**src/alu_pkg.sv**
```systemverilog
// Shared types and encodings of the execution cluster, compiled first and used by scoped name
package alu_pkg;

	// ========================================================================
	// Widths
	// ========================================================================

	// Default operand and result width, overridden from the top level
	localparam int data_w = 32;

	// ========================================================================
	// Descriptor and unit classes
	// ========================================================================

	// Functional unit class, taken from opc[3:1]
	typedef enum logic [2:0] {
		cls_none  = 3'd0,
		cls_bw    = 3'd1,
		cls_arith = 3'd2,
		cls_mul   = 3'd3
	} unit_e;

	// Micro-op descriptor as it arrives on each phase
	typedef struct packed {
		logic       n_en;
		logic [3:0] opc;
		logic       alt;
		logic       sel;
	} mo_desc_t;

	// Sub-op fields split out by the decoder
	typedef struct packed {
		logic lsb;
		logic alt;
		logic sel;
	} subop_t;

	// Bitwise unit, indexed by {lsb, alt}
	localparam logic [1:0] bw_and   = 2'b00;
	localparam logic [1:0] bw_or    = 2'b01;
	localparam logic [1:0] bw_xor   = 2'b10;
	localparam logic [1:0] bw_shift = 2'b11;

	// Arith unit, indexed by {lsb, alt}
	localparam logic [1:0] ar_add  = 2'b00;
	localparam logic [1:0] ar_sub  = 2'b01;
	localparam logic [1:0] ar_slt  = 2'b10;
	localparam logic [1:0] ar_sltu = 2'b11;

	// Multiply unit, indexed by lsb
	localparam logic mul_lo = 1'b0;
	localparam logic mul_hi = 1'b1;

endpackage

```
**src/issue_if.sv**
```systemverilog
// Decoder to unit issue bundle, driven through the issue modport and read through the unit modport
`timescale 1ns/100ps

interface issue_if #(
	parameter int DATA_W = alu_pkg::data_w
);

	// Per-phase sub-op fields
	alu_pkg::subop_t sop0;
	alu_pkg::subop_t sop1;

	// Per-phase operands, straight from the cluster inputs
	logic [DATA_W-1:0] a0;
	logic [DATA_W-1:0] b0;
	logic [DATA_W-1:0] a1;
	logic [DATA_W-1:0] b1;

	// Unit enables, bit 1 is phase 1 and bit 0 is phase 0
	logic [1:0] bw_en;
	logic [1:0] ar_en;
	logic [1:0] mul_en;

	// Decoder side
	modport issue (
		output sop0, sop1, a0, b0, a1, b1,
		output bw_en, ar_en, mul_en
	);

	// Unit side
	modport unit (
		input sop0, sop1, a0, b0, a1, b1,
		input bw_en, ar_en, mul_en
	);

endinterface

```
**src/mo_decoder.sv**
```systemverilog
// Combinational descriptor decoder, sorts both phases into per-unit enables on the issue bundle
`timescale 1ns/100ps

module mo_decoder #(
	parameter int DATA_W = alu_pkg::data_w
) (
	input  alu_pkg::mo_desc_t  mo0,
	input  logic               mo0_mask,
	input  logic [DATA_W-1:0]  src0a,
	input  logic [DATA_W-1:0]  src0b,
	input  alu_pkg::mo_desc_t  mo1,
	input  logic               mo1_mask,
	input  logic [DATA_W-1:0]  src1a,
	input  logic [DATA_W-1:0]  src1b,
	issue_if.issue             iss
);

	// Phase validity, n_en is active low and a set mask kills the op
	logic       vld0;
	logic       vld1;
	// Unit class of each phase
	logic [2:0] cls0;
	logic [2:0] cls1;

	assign vld0 = ~mo0.n_en & ~mo0_mask;
	assign vld1 = ~mo1.n_en & ~mo1_mask;

	assign cls0 = mo0.opc[3:1];
	assign cls1 = mo1.opc[3:1];

	// ========================================================================
	// Unit enables
	// ========================================================================

	// cls_none and unused codes match no unit and simply fall away
	assign iss.bw_en[0]  = vld0 && (cls0 == alu_pkg::cls_bw);
	assign iss.bw_en[1]  = vld1 && (cls1 == alu_pkg::cls_bw);
	assign iss.ar_en[0]  = vld0 && (cls0 == alu_pkg::cls_arith);
	assign iss.ar_en[1]  = vld1 && (cls1 == alu_pkg::cls_arith);
	assign iss.mul_en[0] = vld0 && (cls0 == alu_pkg::cls_mul);
	assign iss.mul_en[1] = vld1 && (cls1 == alu_pkg::cls_mul);

	// Sub-op fields, lsb is opcode bit 0
	assign iss.sop0 = {mo0.opc[0], mo0.alt, mo0.sel};
	assign iss.sop1 = {mo1.opc[0], mo1.alt, mo1.sel};

	// Operands pass through untouched
	assign iss.a0 = src0a;
	assign iss.b0 = src0b;
	assign iss.a1 = src1a;
	assign iss.b1 = src1b;

endmodule

```
**src/alu_bw.sv**
```systemverilog
// Bitwise and shift unit, captures one phase per cycle and drives its result in the next cycle
`timescale 1ns/100ps

module alu_bw #(
	parameter int DATA_W = alu_pkg::data_w
) (
	input  logic               clk,
	input  logic               rst,
	issue_if.unit              iss,
	output logic [1:0]         phase_en,
	output logic [DATA_W-1:0]  dout
);

	// Captured operands and sub-op
	logic [DATA_W-1:0] op_a;
	logic [DATA_W-1:0] op_b;
	alu_pkg::subop_t   sop;
	// Execute-cycle valid and the phase it belongs to
	logic              ex_vld;
	logic              ex_ph1;
	// Shift helpers
	logic [4:0]        shamt_r;
	logic [DATA_W-1:0] res;

	// ========================================================================
	// Capture stage
	// ========================================================================

	always_ff @(posedge clk) begin
		if (rst) begin
			ex_vld <= 1'b0;
			ex_ph1 <= 1'b0;
		end else begin
			ex_vld <= |iss.bw_en;
			// Phase 1 wins when both phases land here
			ex_ph1 <= iss.bw_en[1];
		end
	end

	// Operands hold while idle
	always_ff @(posedge clk) begin
		if (|iss.bw_en) begin
			op_a <= iss.bw_en[1] ? iss.a1 : iss.a0;
			op_b <= iss.bw_en[1] ? iss.b1 : iss.b0;
			sop  <= iss.bw_en[1] ? iss.sop1 : iss.sop0;
		end
	end

	// ========================================================================
	// Execute stage
	// ========================================================================

	// Right shifts carry the negated amount in b[4:0]
	assign shamt_r = -op_b[4:0];

	always_comb begin
		case ({sop.lsb, sop.alt})
			alu_pkg::bw_and: res = op_a & op_b;
			alu_pkg::bw_or:  res = op_a | op_b;
			alu_pkg::bw_xor: res = op_a ^ op_b;
			default: begin
				// b[15] arithmetic, b[7] right
				case ({op_b[15], op_b[7]})
					2'b01:   res = op_a >> shamt_r;
					2'b11:   res = DATA_W'($signed(op_a) >>> shamt_r);
					// Arithmetic left is the same as logical left
					default: res = op_a << op_b[4:0];
				endcase
			end
		endcase
	end

	// sel low inverts the result
	assign dout = sop.sel ? res : ~res;

	assign phase_en = {ex_vld & ex_ph1, ex_vld & ~ex_ph1};

endmodule

```
**src/alu_arith.sv**
```systemverilog
// Add, subtract and set-less-than unit, one phase captured per cycle with a one-cycle result
`timescale 1ns/100ps

module alu_arith #(
	parameter int DATA_W = alu_pkg::data_w
) (
	input  logic               clk,
	input  logic               rst,
	issue_if.unit              iss,
	output logic [1:0]         phase_en,
	output logic [DATA_W-1:0]  dout
);

	// Captured operands, sel is reserved here so only {lsb, alt} is kept
	logic [DATA_W-1:0] op_a;
	logic [DATA_W-1:0] op_b;
	logic [1:0]        op;
	logic              ex_vld;
	logic              ex_ph1;
	// Compare results
	logic              lt_s;
	logic              lt_u;

	// ========================================================================
	// Capture stage
	// ========================================================================

	always_ff @(posedge clk) begin
		if (rst) begin
			ex_vld <= 1'b0;
			ex_ph1 <= 1'b0;
		end else begin
			ex_vld <= |iss.ar_en;
			ex_ph1 <= iss.ar_en[1];
		end
	end

	// Phase 1 has priority, operands hold while idle
	always_ff @(posedge clk) begin
		if (|iss.ar_en) begin
			op_a <= iss.ar_en[1] ? iss.a1 : iss.a0;
			op_b <= iss.ar_en[1] ? iss.b1 : iss.b0;
			op   <= iss.ar_en[1] ? {iss.sop1.lsb, iss.sop1.alt} : {iss.sop0.lsb, iss.sop0.alt};
		end
	end

	// ========================================================================
	// Execute stage
	// ========================================================================

	assign lt_s = $signed(op_a) < $signed(op_b);
	assign lt_u = op_a < op_b;

	always_comb begin
		case (op)
			alu_pkg::ar_add: dout = op_a + op_b;
			alu_pkg::ar_sub: dout = op_a - op_b;
			// Compares return 0 or 1, zero extended
			alu_pkg::ar_slt: dout = {{(DATA_W-1){1'b0}}, lt_s};
			default:         dout = {{(DATA_W-1){1'b0}}, lt_u};
		endcase
	end

	assign phase_en = {ex_vld & ex_ph1, ex_vld & ~ex_ph1};

endmodule

```
**src/alu_mul.sv**
```systemverilog
// Multiply unit, returns the low or signed high word of the product one cycle after capture
`timescale 1ns/100ps

module alu_mul #(
	parameter int DATA_W = alu_pkg::data_w
) (
	input  logic               clk,
	input  logic               rst,
	issue_if.unit              iss,
	output logic [1:0]         phase_en,
	output logic [DATA_W-1:0]  dout
);

	logic [DATA_W-1:0]   op_a;
	logic [DATA_W-1:0]   op_b;
	// Only opcode bit 0 matters to this unit
	logic                op_hi;
	logic                ex_vld;
	logic                ex_ph1;
	logic [2*DATA_W-1:0] prod;

	always_ff @(posedge clk) begin
		if (rst) begin
			ex_vld <= 1'b0;
			ex_ph1 <= 1'b0;
		end else begin
			ex_vld <= |iss.mul_en;
			ex_ph1 <= iss.mul_en[1];
		end
	end

	// Same phase-1 priority capture as the other units
	always_ff @(posedge clk) begin
		if (|iss.mul_en) begin
			op_a  <= iss.mul_en[1] ? iss.a1 : iss.a0;
			op_b  <= iss.mul_en[1] ? iss.b1 : iss.b0;
			op_hi <= iss.mul_en[1] ? iss.sop1.lsb : iss.sop0.lsb;
		end
	end

	// One signed multiplier
	// low word is identical for signed and unsigned operands
	assign prod = $signed(op_a) * $signed(op_b);

	assign dout = (op_hi == alu_pkg::mul_hi) ? prod[2*DATA_W-1:DATA_W] : prod[DATA_W-1:0];

	assign phase_en = {ex_vld & ex_ph1, ex_vld & ~ex_ph1};

endmodule

```
**src/wb_merge.sv**
```systemverilog
// Writeback merge, picks one unit result per phase, registers it and adds the zero flag
`timescale 1ns/100ps

module wb_merge #(
	parameter int DATA_W = alu_pkg::data_w
) (
	input  logic               clk,
	input  logic               rst,
	input  logic [1:0]         bw_phase_en,
	input  logic [DATA_W-1:0]  bw_dout,
	input  logic [1:0]         ar_phase_en,
	input  logic [DATA_W-1:0]  ar_dout,
	input  logic [1:0]         mul_phase_en,
	input  logic [DATA_W-1:0]  mul_dout,
	output logic               wb0_valid,
	output logic [DATA_W-1:0]  wb0_data,
	output logic               wb0_zero,
	output logic               wb1_valid,
	output logic [DATA_W-1:0]  wb1_data,
	output logic               wb1_zero
);

	// Per-phase claim and selected result
	logic [1:0]        claim;
	logic [DATA_W-1:0] sel_data [2];
	// Writeback registers, index is the phase
	logic [1:0]        wb_valid_q;
	logic [DATA_W-1:0] wb_data_q [2];
	logic [1:0]        wb_zero_q;

	assign claim = bw_phase_en | ar_phase_en | mul_phase_en;

	// Fixed order bw, arith, mul
	// idle phases carry zero data
	always_comb begin
		for (int p = 0; p < 2; p++) begin
			if (bw_phase_en[p])
				sel_data[p] = bw_dout;
			else if (ar_phase_en[p])
				sel_data[p] = ar_dout;
			else if (mul_phase_en[p])
				sel_data[p] = mul_dout;
			else
				sel_data[p] = '0;
		end
	end

	always_ff @(posedge clk) begin
		if (rst) begin
			wb_valid_q <= '0;
			wb_zero_q  <= '0;
			wb_data_q  <= '{default: '0};
		end else begin
			for (int p = 0; p < 2; p++) begin
				wb_valid_q[p] <= claim[p];
				wb_data_q[p]  <= sel_data[p];
				// Zero flag from the selected data, ahead of the register
				wb_zero_q[p]  <= claim[p] & ~|sel_data[p];
			end
		end
	end

	assign wb0_valid = wb_valid_q[0];
	assign wb0_data  = wb_data_q[0];
	assign wb0_zero  = wb_zero_q[0];
	assign wb1_valid = wb_valid_q[1];
	assign wb1_data  = wb_data_q[1];
	assign wb1_zero  = wb_zero_q[1];

endmodule

```
**src/alu_cluster.sv**
```systemverilog
// Execution cluster top, two micro-ops in per cycle and two writeback ports out two cycles later
`timescale 1ns/100ps

module alu_cluster #(
	parameter int DATA_W = alu_pkg::data_w
) (
	input  logic               clk,
	input  logic               rst,
	// Phase 0 issue
	input  alu_pkg::mo_desc_t  mo0,
	input  logic               mo0_mask,
	input  logic [DATA_W-1:0]  src0a,
	input  logic [DATA_W-1:0]  src0b,
	// Phase 1 issue
	input  alu_pkg::mo_desc_t  mo1,
	input  logic               mo1_mask,
	input  logic [DATA_W-1:0]  src1a,
	input  logic [DATA_W-1:0]  src1b,
	// Writeback ports
	output logic               wb0_valid,
	output logic [DATA_W-1:0]  wb0_data,
	output logic               wb0_zero,
	output logic               wb1_valid,
	output logic [DATA_W-1:0]  wb1_data,
	output logic               wb1_zero
);

	// Unit result paths
	logic [1:0]        bw_phase_en;
	logic [DATA_W-1:0] bw_dout;
	logic [1:0]        ar_phase_en;
	logic [DATA_W-1:0] ar_dout;
	logic [1:0]        mul_phase_en;
	logic [DATA_W-1:0] mul_dout;

	issue_if #(.DATA_W(DATA_W)) iss ();

	// ========================================================================
	// Decode, three peer units, writeback merge
	// ========================================================================

	mo_decoder #(.DATA_W(DATA_W)) i_mo_decoder (
		.mo0      (mo0),
		.mo0_mask (mo0_mask),
		.src0a    (src0a),
		.src0b    (src0b),
		.mo1      (mo1),
		.mo1_mask (mo1_mask),
		.src1a    (src1a),
		.src1b    (src1b),
		.iss      (iss.issue)
	);

	alu_bw #(.DATA_W(DATA_W)) i_alu_bw (
		.clk      (clk),
		.rst      (rst),
		.iss      (iss.unit),
		.phase_en (bw_phase_en),
		.dout     (bw_dout)
	);

	alu_arith #(.DATA_W(DATA_W)) i_alu_arith (
		.clk      (clk),
		.rst      (rst),
		.iss      (iss.unit),
		.phase_en (ar_phase_en),
		.dout     (ar_dout)
	);

	alu_mul #(.DATA_W(DATA_W)) i_alu_mul (
		.clk      (clk),
		.rst      (rst),
		.iss      (iss.unit),
		.phase_en (mul_phase_en),
		.dout     (mul_dout)
	);

	wb_merge #(.DATA_W(DATA_W)) i_wb_merge (
		.clk          (clk),
		.rst          (rst),
		.bw_phase_en  (bw_phase_en),
		.bw_dout      (bw_dout),
		.ar_phase_en  (ar_phase_en),
		.ar_dout      (ar_dout),
		.mul_phase_en (mul_phase_en),
		.mul_dout     (mul_dout),
		.wb0_valid    (wb0_valid),
		.wb0_data     (wb0_data),
		.wb0_zero     (wb0_zero),
		.wb1_valid    (wb1_valid),
		.wb1_data     (wb1_data),
		.wb1_zero     (wb1_zero)
	);

endmodule

```
**config.mk**
```make
export PLATFORM = sky130hd
export DESIGN_NAME = alu_cluster
export DESIGN_NICKNAME = d
export VERILOG_FILES = /design/src/alu_pkg.sv /design/src/issue_if.sv /design/src/mo_decoder.sv /design/src/alu_bw.sv /design/src/alu_arith.sv /design/src/alu_mul.sv /design/src/wb_merge.sv /design/src/alu_cluster.sv
export SDC_FILE = /design/constraint.sdc
export NUM_CORES = 2
export LEC_CHECK = 0
export BUFFER_PORTS_ARGS = -buffer_cell sky130_fd_sc_hd__buf_2
export CAP_MARGIN = 25
export CORE_MARGIN = 2
export CORE_UTILIZATION = 40
export CTS_BUF_LIST = sky130_fd_sc_hd__clkbuf_4 sky130_fd_sc_hd__clkbuf_8
export CTS_CLUSTER_SIZE = 12
export DETAILED_ROUTE_END_ITERATION = 10
export GPL_ROUTABILITY_DRIVEN = 0
export PLACE_DENSITY = 0.53
export SLEW_MARGIN = 15
export SYNTH_ARGS = -nofsm -noshare
export SYNTH_HDL_FRONTEND = slang
export SYNTH_SLANG_ARGS = --single-unit
```
**constraint.sdc**
```tcl
create_clock -name clk -period 16.9 [get_ports clk]
set_clock_uncertainty 0.1 [all_clocks]
set_input_delay 5.07 -clock clk [delete_from_list [all_inputs] [get_ports clk]]
set_output_delay 5.07 -clock clk [all_outputs]
set_load 0.005 [all_outputs]
```
==> impl_metrics.toml <==
[grt]
grt_start_max_net_pins = 65
grt_pass1_wl_mm = 329
track_usage_pct = 29.0
grt_overflow = 0
grt_pass1_vias = 50200
antenna_found_initial = 11

[cts]
hold_buffers = 0
cts_sinks = 272
htree_levels = 2
clock-root-buffer = "clkbuf_8"
ctsLongestPathBuffers = 3
cts_tree = "yes"
post_cts_buffers = 0
cts_buffers = 50
insertion_delay_ps = 750
cts_resized = 0
path_clk_slew_ps = 80

[timing]
slew_headroom_pct = 22.4
finalSetupViolations = 0
period_minus_slack_ps = 10630
maxSlewViolCount = 0
hold_viol = 0
period_share_pct = 62.9
timing.fmax_mhz = 94.1
rsz0062_at_grt = "no"
tightest_slew_ps = 1140
finalSetupTns_ps = 0

[setup_path]
crit_fanout = 17
cp-start-kind = "flop"
cp.arrival_ps = 11170
cp_slowest_cell = "fa_1"
cp_common_cell = "fa_1"
cp_top_family = "adder cells"
endpoint_kind = "flop"
critPathBufInv = 8
startpoint = "i_alu_mul.op_b[5]$_DFFE_PP_"
cp_slowest_stage_delay_ps = 890
critical_path_class = "reg -> reg"
cp_data_required_time_ps = 17440
rr_startpoint = "i_alu_mul.op_b[5]$_DFFE_PP_"

[drt]
routed_wl_mm = 218
drt-wirelength-per-cell_um = 26.0
vias = 47800
ant_nets = 0
route.detailed.drc = 0
viasPerCell = 5.71
dr.pass1.iters = 8
drt_iter0_markers = 4546

[logic_synthesis]
synth_area_leaders = "fa_1 36%, edfxtp_1 9.9%, inv_1 7.0%, ha_1 6.5%, and2_1 5.6%"
synth_edf_count = 198
ys_warn_count = 0
syn_area_per_cell_um2 = 9.33
synth_area_mm2 = 0.0599
synth_seq_area_share_pct = 12.4
ys_dominant_reg_cell = "edfxtp_1"
synth_top_area_share_pct = 36.3
yosysTopAreaCell = "fa_1"
synth_fp_nets = 7962
async_reset_ff_share_pct = 0
synthDistinctLibCells = 120
yosys_register_bits = 272
syn_inst = 6419

[floorplanning]
ios = 214
dieArea_mm2 = 0.153
rows = 141
die_h_um = 391
initial_core_util_pct = 40.4
fp.dieW_um = 391
core_mm2 = 0.148

[outcome]
outcome = "complete, no violations"

[layout]
final_cells = 8365
final_cell_mix = "1117 x inv_1, 1084 x fa_1, 696 x nand2_1"
final_common_cell = "inv_1"
syn2layout_area_growth_pct = 6.43
drive_gt1_share_pct = 11.7
final_util_pct = 43.0
fin_area_mm2 = 0.0637
fill_cells = 14700
final_nets = 7937

[place]
placed_cells_incl_taps = 8269
dp_hpwl_mm = 175
portBuffers = 213
dpl_cell_area_mm2 = 0.0626

[worst_hold_path]
hold_path.class = "reg -> reg"
hp-start = "i_alu_mul.ex_vld$_SDFF_PP0_"

[run]
drv_cap = 0
==> final cells by class <==
| type | instances | area, um^2 | area share, % |
|---|---|---|---|
| well taps | 1930 | 2410 | 3.79 |
| clock inverters | 22 | 206 | 0.324 |
| repair buffers | 328 | 1990 | 3.12 |
| clock buffers | 67 | 841 | 1.32 |
| multi-input cells | 4623 | 46600 | 73.2 |
| flip-flops and latches | 272 | 7430 | 11.7 |
| diodes | 4 | 10.0 | 0.0157 |
| inverters | 1119 | 4200 | 6.59 |
==> path summary, 6_finish.rpt <==
| path | depth (start not counted) | slack (ps) | endpoint |
|---|---|---|---|
| worst max register to register | 30 | 6270 | i_wb_merge.wb_zero_q[1]$_SDFF_PP0_ |
| worst min-delay path | 2 | 560 | i_wb_merge.wb_valid_q[0]$_SDFF_PP0_ |
| worst min register to register | 2 | 560 | i_wb_merge.wb_valid_q[0]$_SDFF_PP0_ |
| worst max-delay path | 30 | 6270 | i_wb_merge.wb_zero_q[1]$_SDFF_PP0_ |
==> per-stage QoR <==
stage | hold WS [ps] | setup slack, ps
global route | 604 | 5860
finish | 561 | 6270
detailed placement | 558 | 6430
global placement | 562 | 6560
floorplan | 408 | 6070
CTS | 569 | 6340
==> state kept, by name (all words and copies together) (netlist names) <==
signal / count
i_alu_mul.ex_ph1: 1
i_alu_arith.op_b: 32
i_alu_bw.op_b: 32
i_alu_arith.ex_vld: 1
i_alu_arith.op_a: 32
i_wb_merge.wb_zero_q: 2
i_alu_arith.ex_ph1: 1
i_wb_merge.wb_valid_q: 2
i_wb_merge.wb0_data: 32
i_alu_mul.op_hi: 1
i_alu_bw.op_a: 32
i_alu_bw.ex_vld: 1
i_alu_bw.sop: 3
i_alu_mul.op_b: 32
i_alu_mul.op_a: 32
i_alu_mul.ex_vld: 1
i_wb_merge.wb1_data: 32
i_alu_bw.ex_ph1: 1
i_alu_arith.op: 2
==> worst reg2reg max path, delay by kind of cell (launching register included) <==
family	cells	cell delay, ps
flip-flops	1	760
AO/OA/AOI/OAI	6	2050
AND/OR/NAND/NOR	7	1380
buffers and inverters	8	1440
adder cells (fa/ha/maj)	9	4790
==> synth_stat cells (10+ instances only) <==
cell,count
a2111oi_0,12
a211oi_1,58
a21o_1,42
a21oi_1,221
a221oi_1,32
a22oi_1,16
a31oi_1,37
and2_1,540
and3_1,37
and4_1,10
buf_1,23
buf_2,54
buf_4,17
clkbuf_1,305
dfxtp_1,74
edfxtp_1,198
fa_1,1084
ha_1,313
inv_1,1117
mux2_2,217
mux2i_1,79
mux4_2,51
nand2_1,697
nand2b_1,43
nand3_1,52
nand4_1,45
nor2_1,241
nor2b_1,22
nor3_1,75
nor4_1,21
o2111ai_1,10
o211ai_1,46
o21a_1,22
o21ai_0,138
o21ai_1,14
o21bai_1,16
o221ai_1,30
o22a_1,10
o22ai_1,29
o31ai_1,18
o32ai_1,10
or2_2,10
or3_1,18
xnor2_1,77
xor2_1,39
==> layer usage <==
layer  GRT usage [%]  vias to the layer above  part of all wire, %  wire length [um]
met3            5.53                      543                  7.9             17100
met2            46.9                     2127                   46            101000
met5           0.159                        -                0.041                89
met4            18.1                        6                  7.6             16600
met1            35.7                    24400                   38             83300
li1                -                    20700                    -                 -
==> cells by family after synthesis <==
group                      after synthesis  share of synthesized area, %
adders and majority gates             1397                          42.8
DFF                                    272                          12.4
and+or+nand+nor                       1861                          15.5
xor gates and xnor gates               116                          1.70
AOI/OAI and AO/OA                      901                          10.4
buffers and inverters                 1524                          9.84
muxes                                  348                          7.34
Power is left out: the tool's default activity adds up to more than one toggle a clock period on the data nets, which glitch-free logic cannot reach.
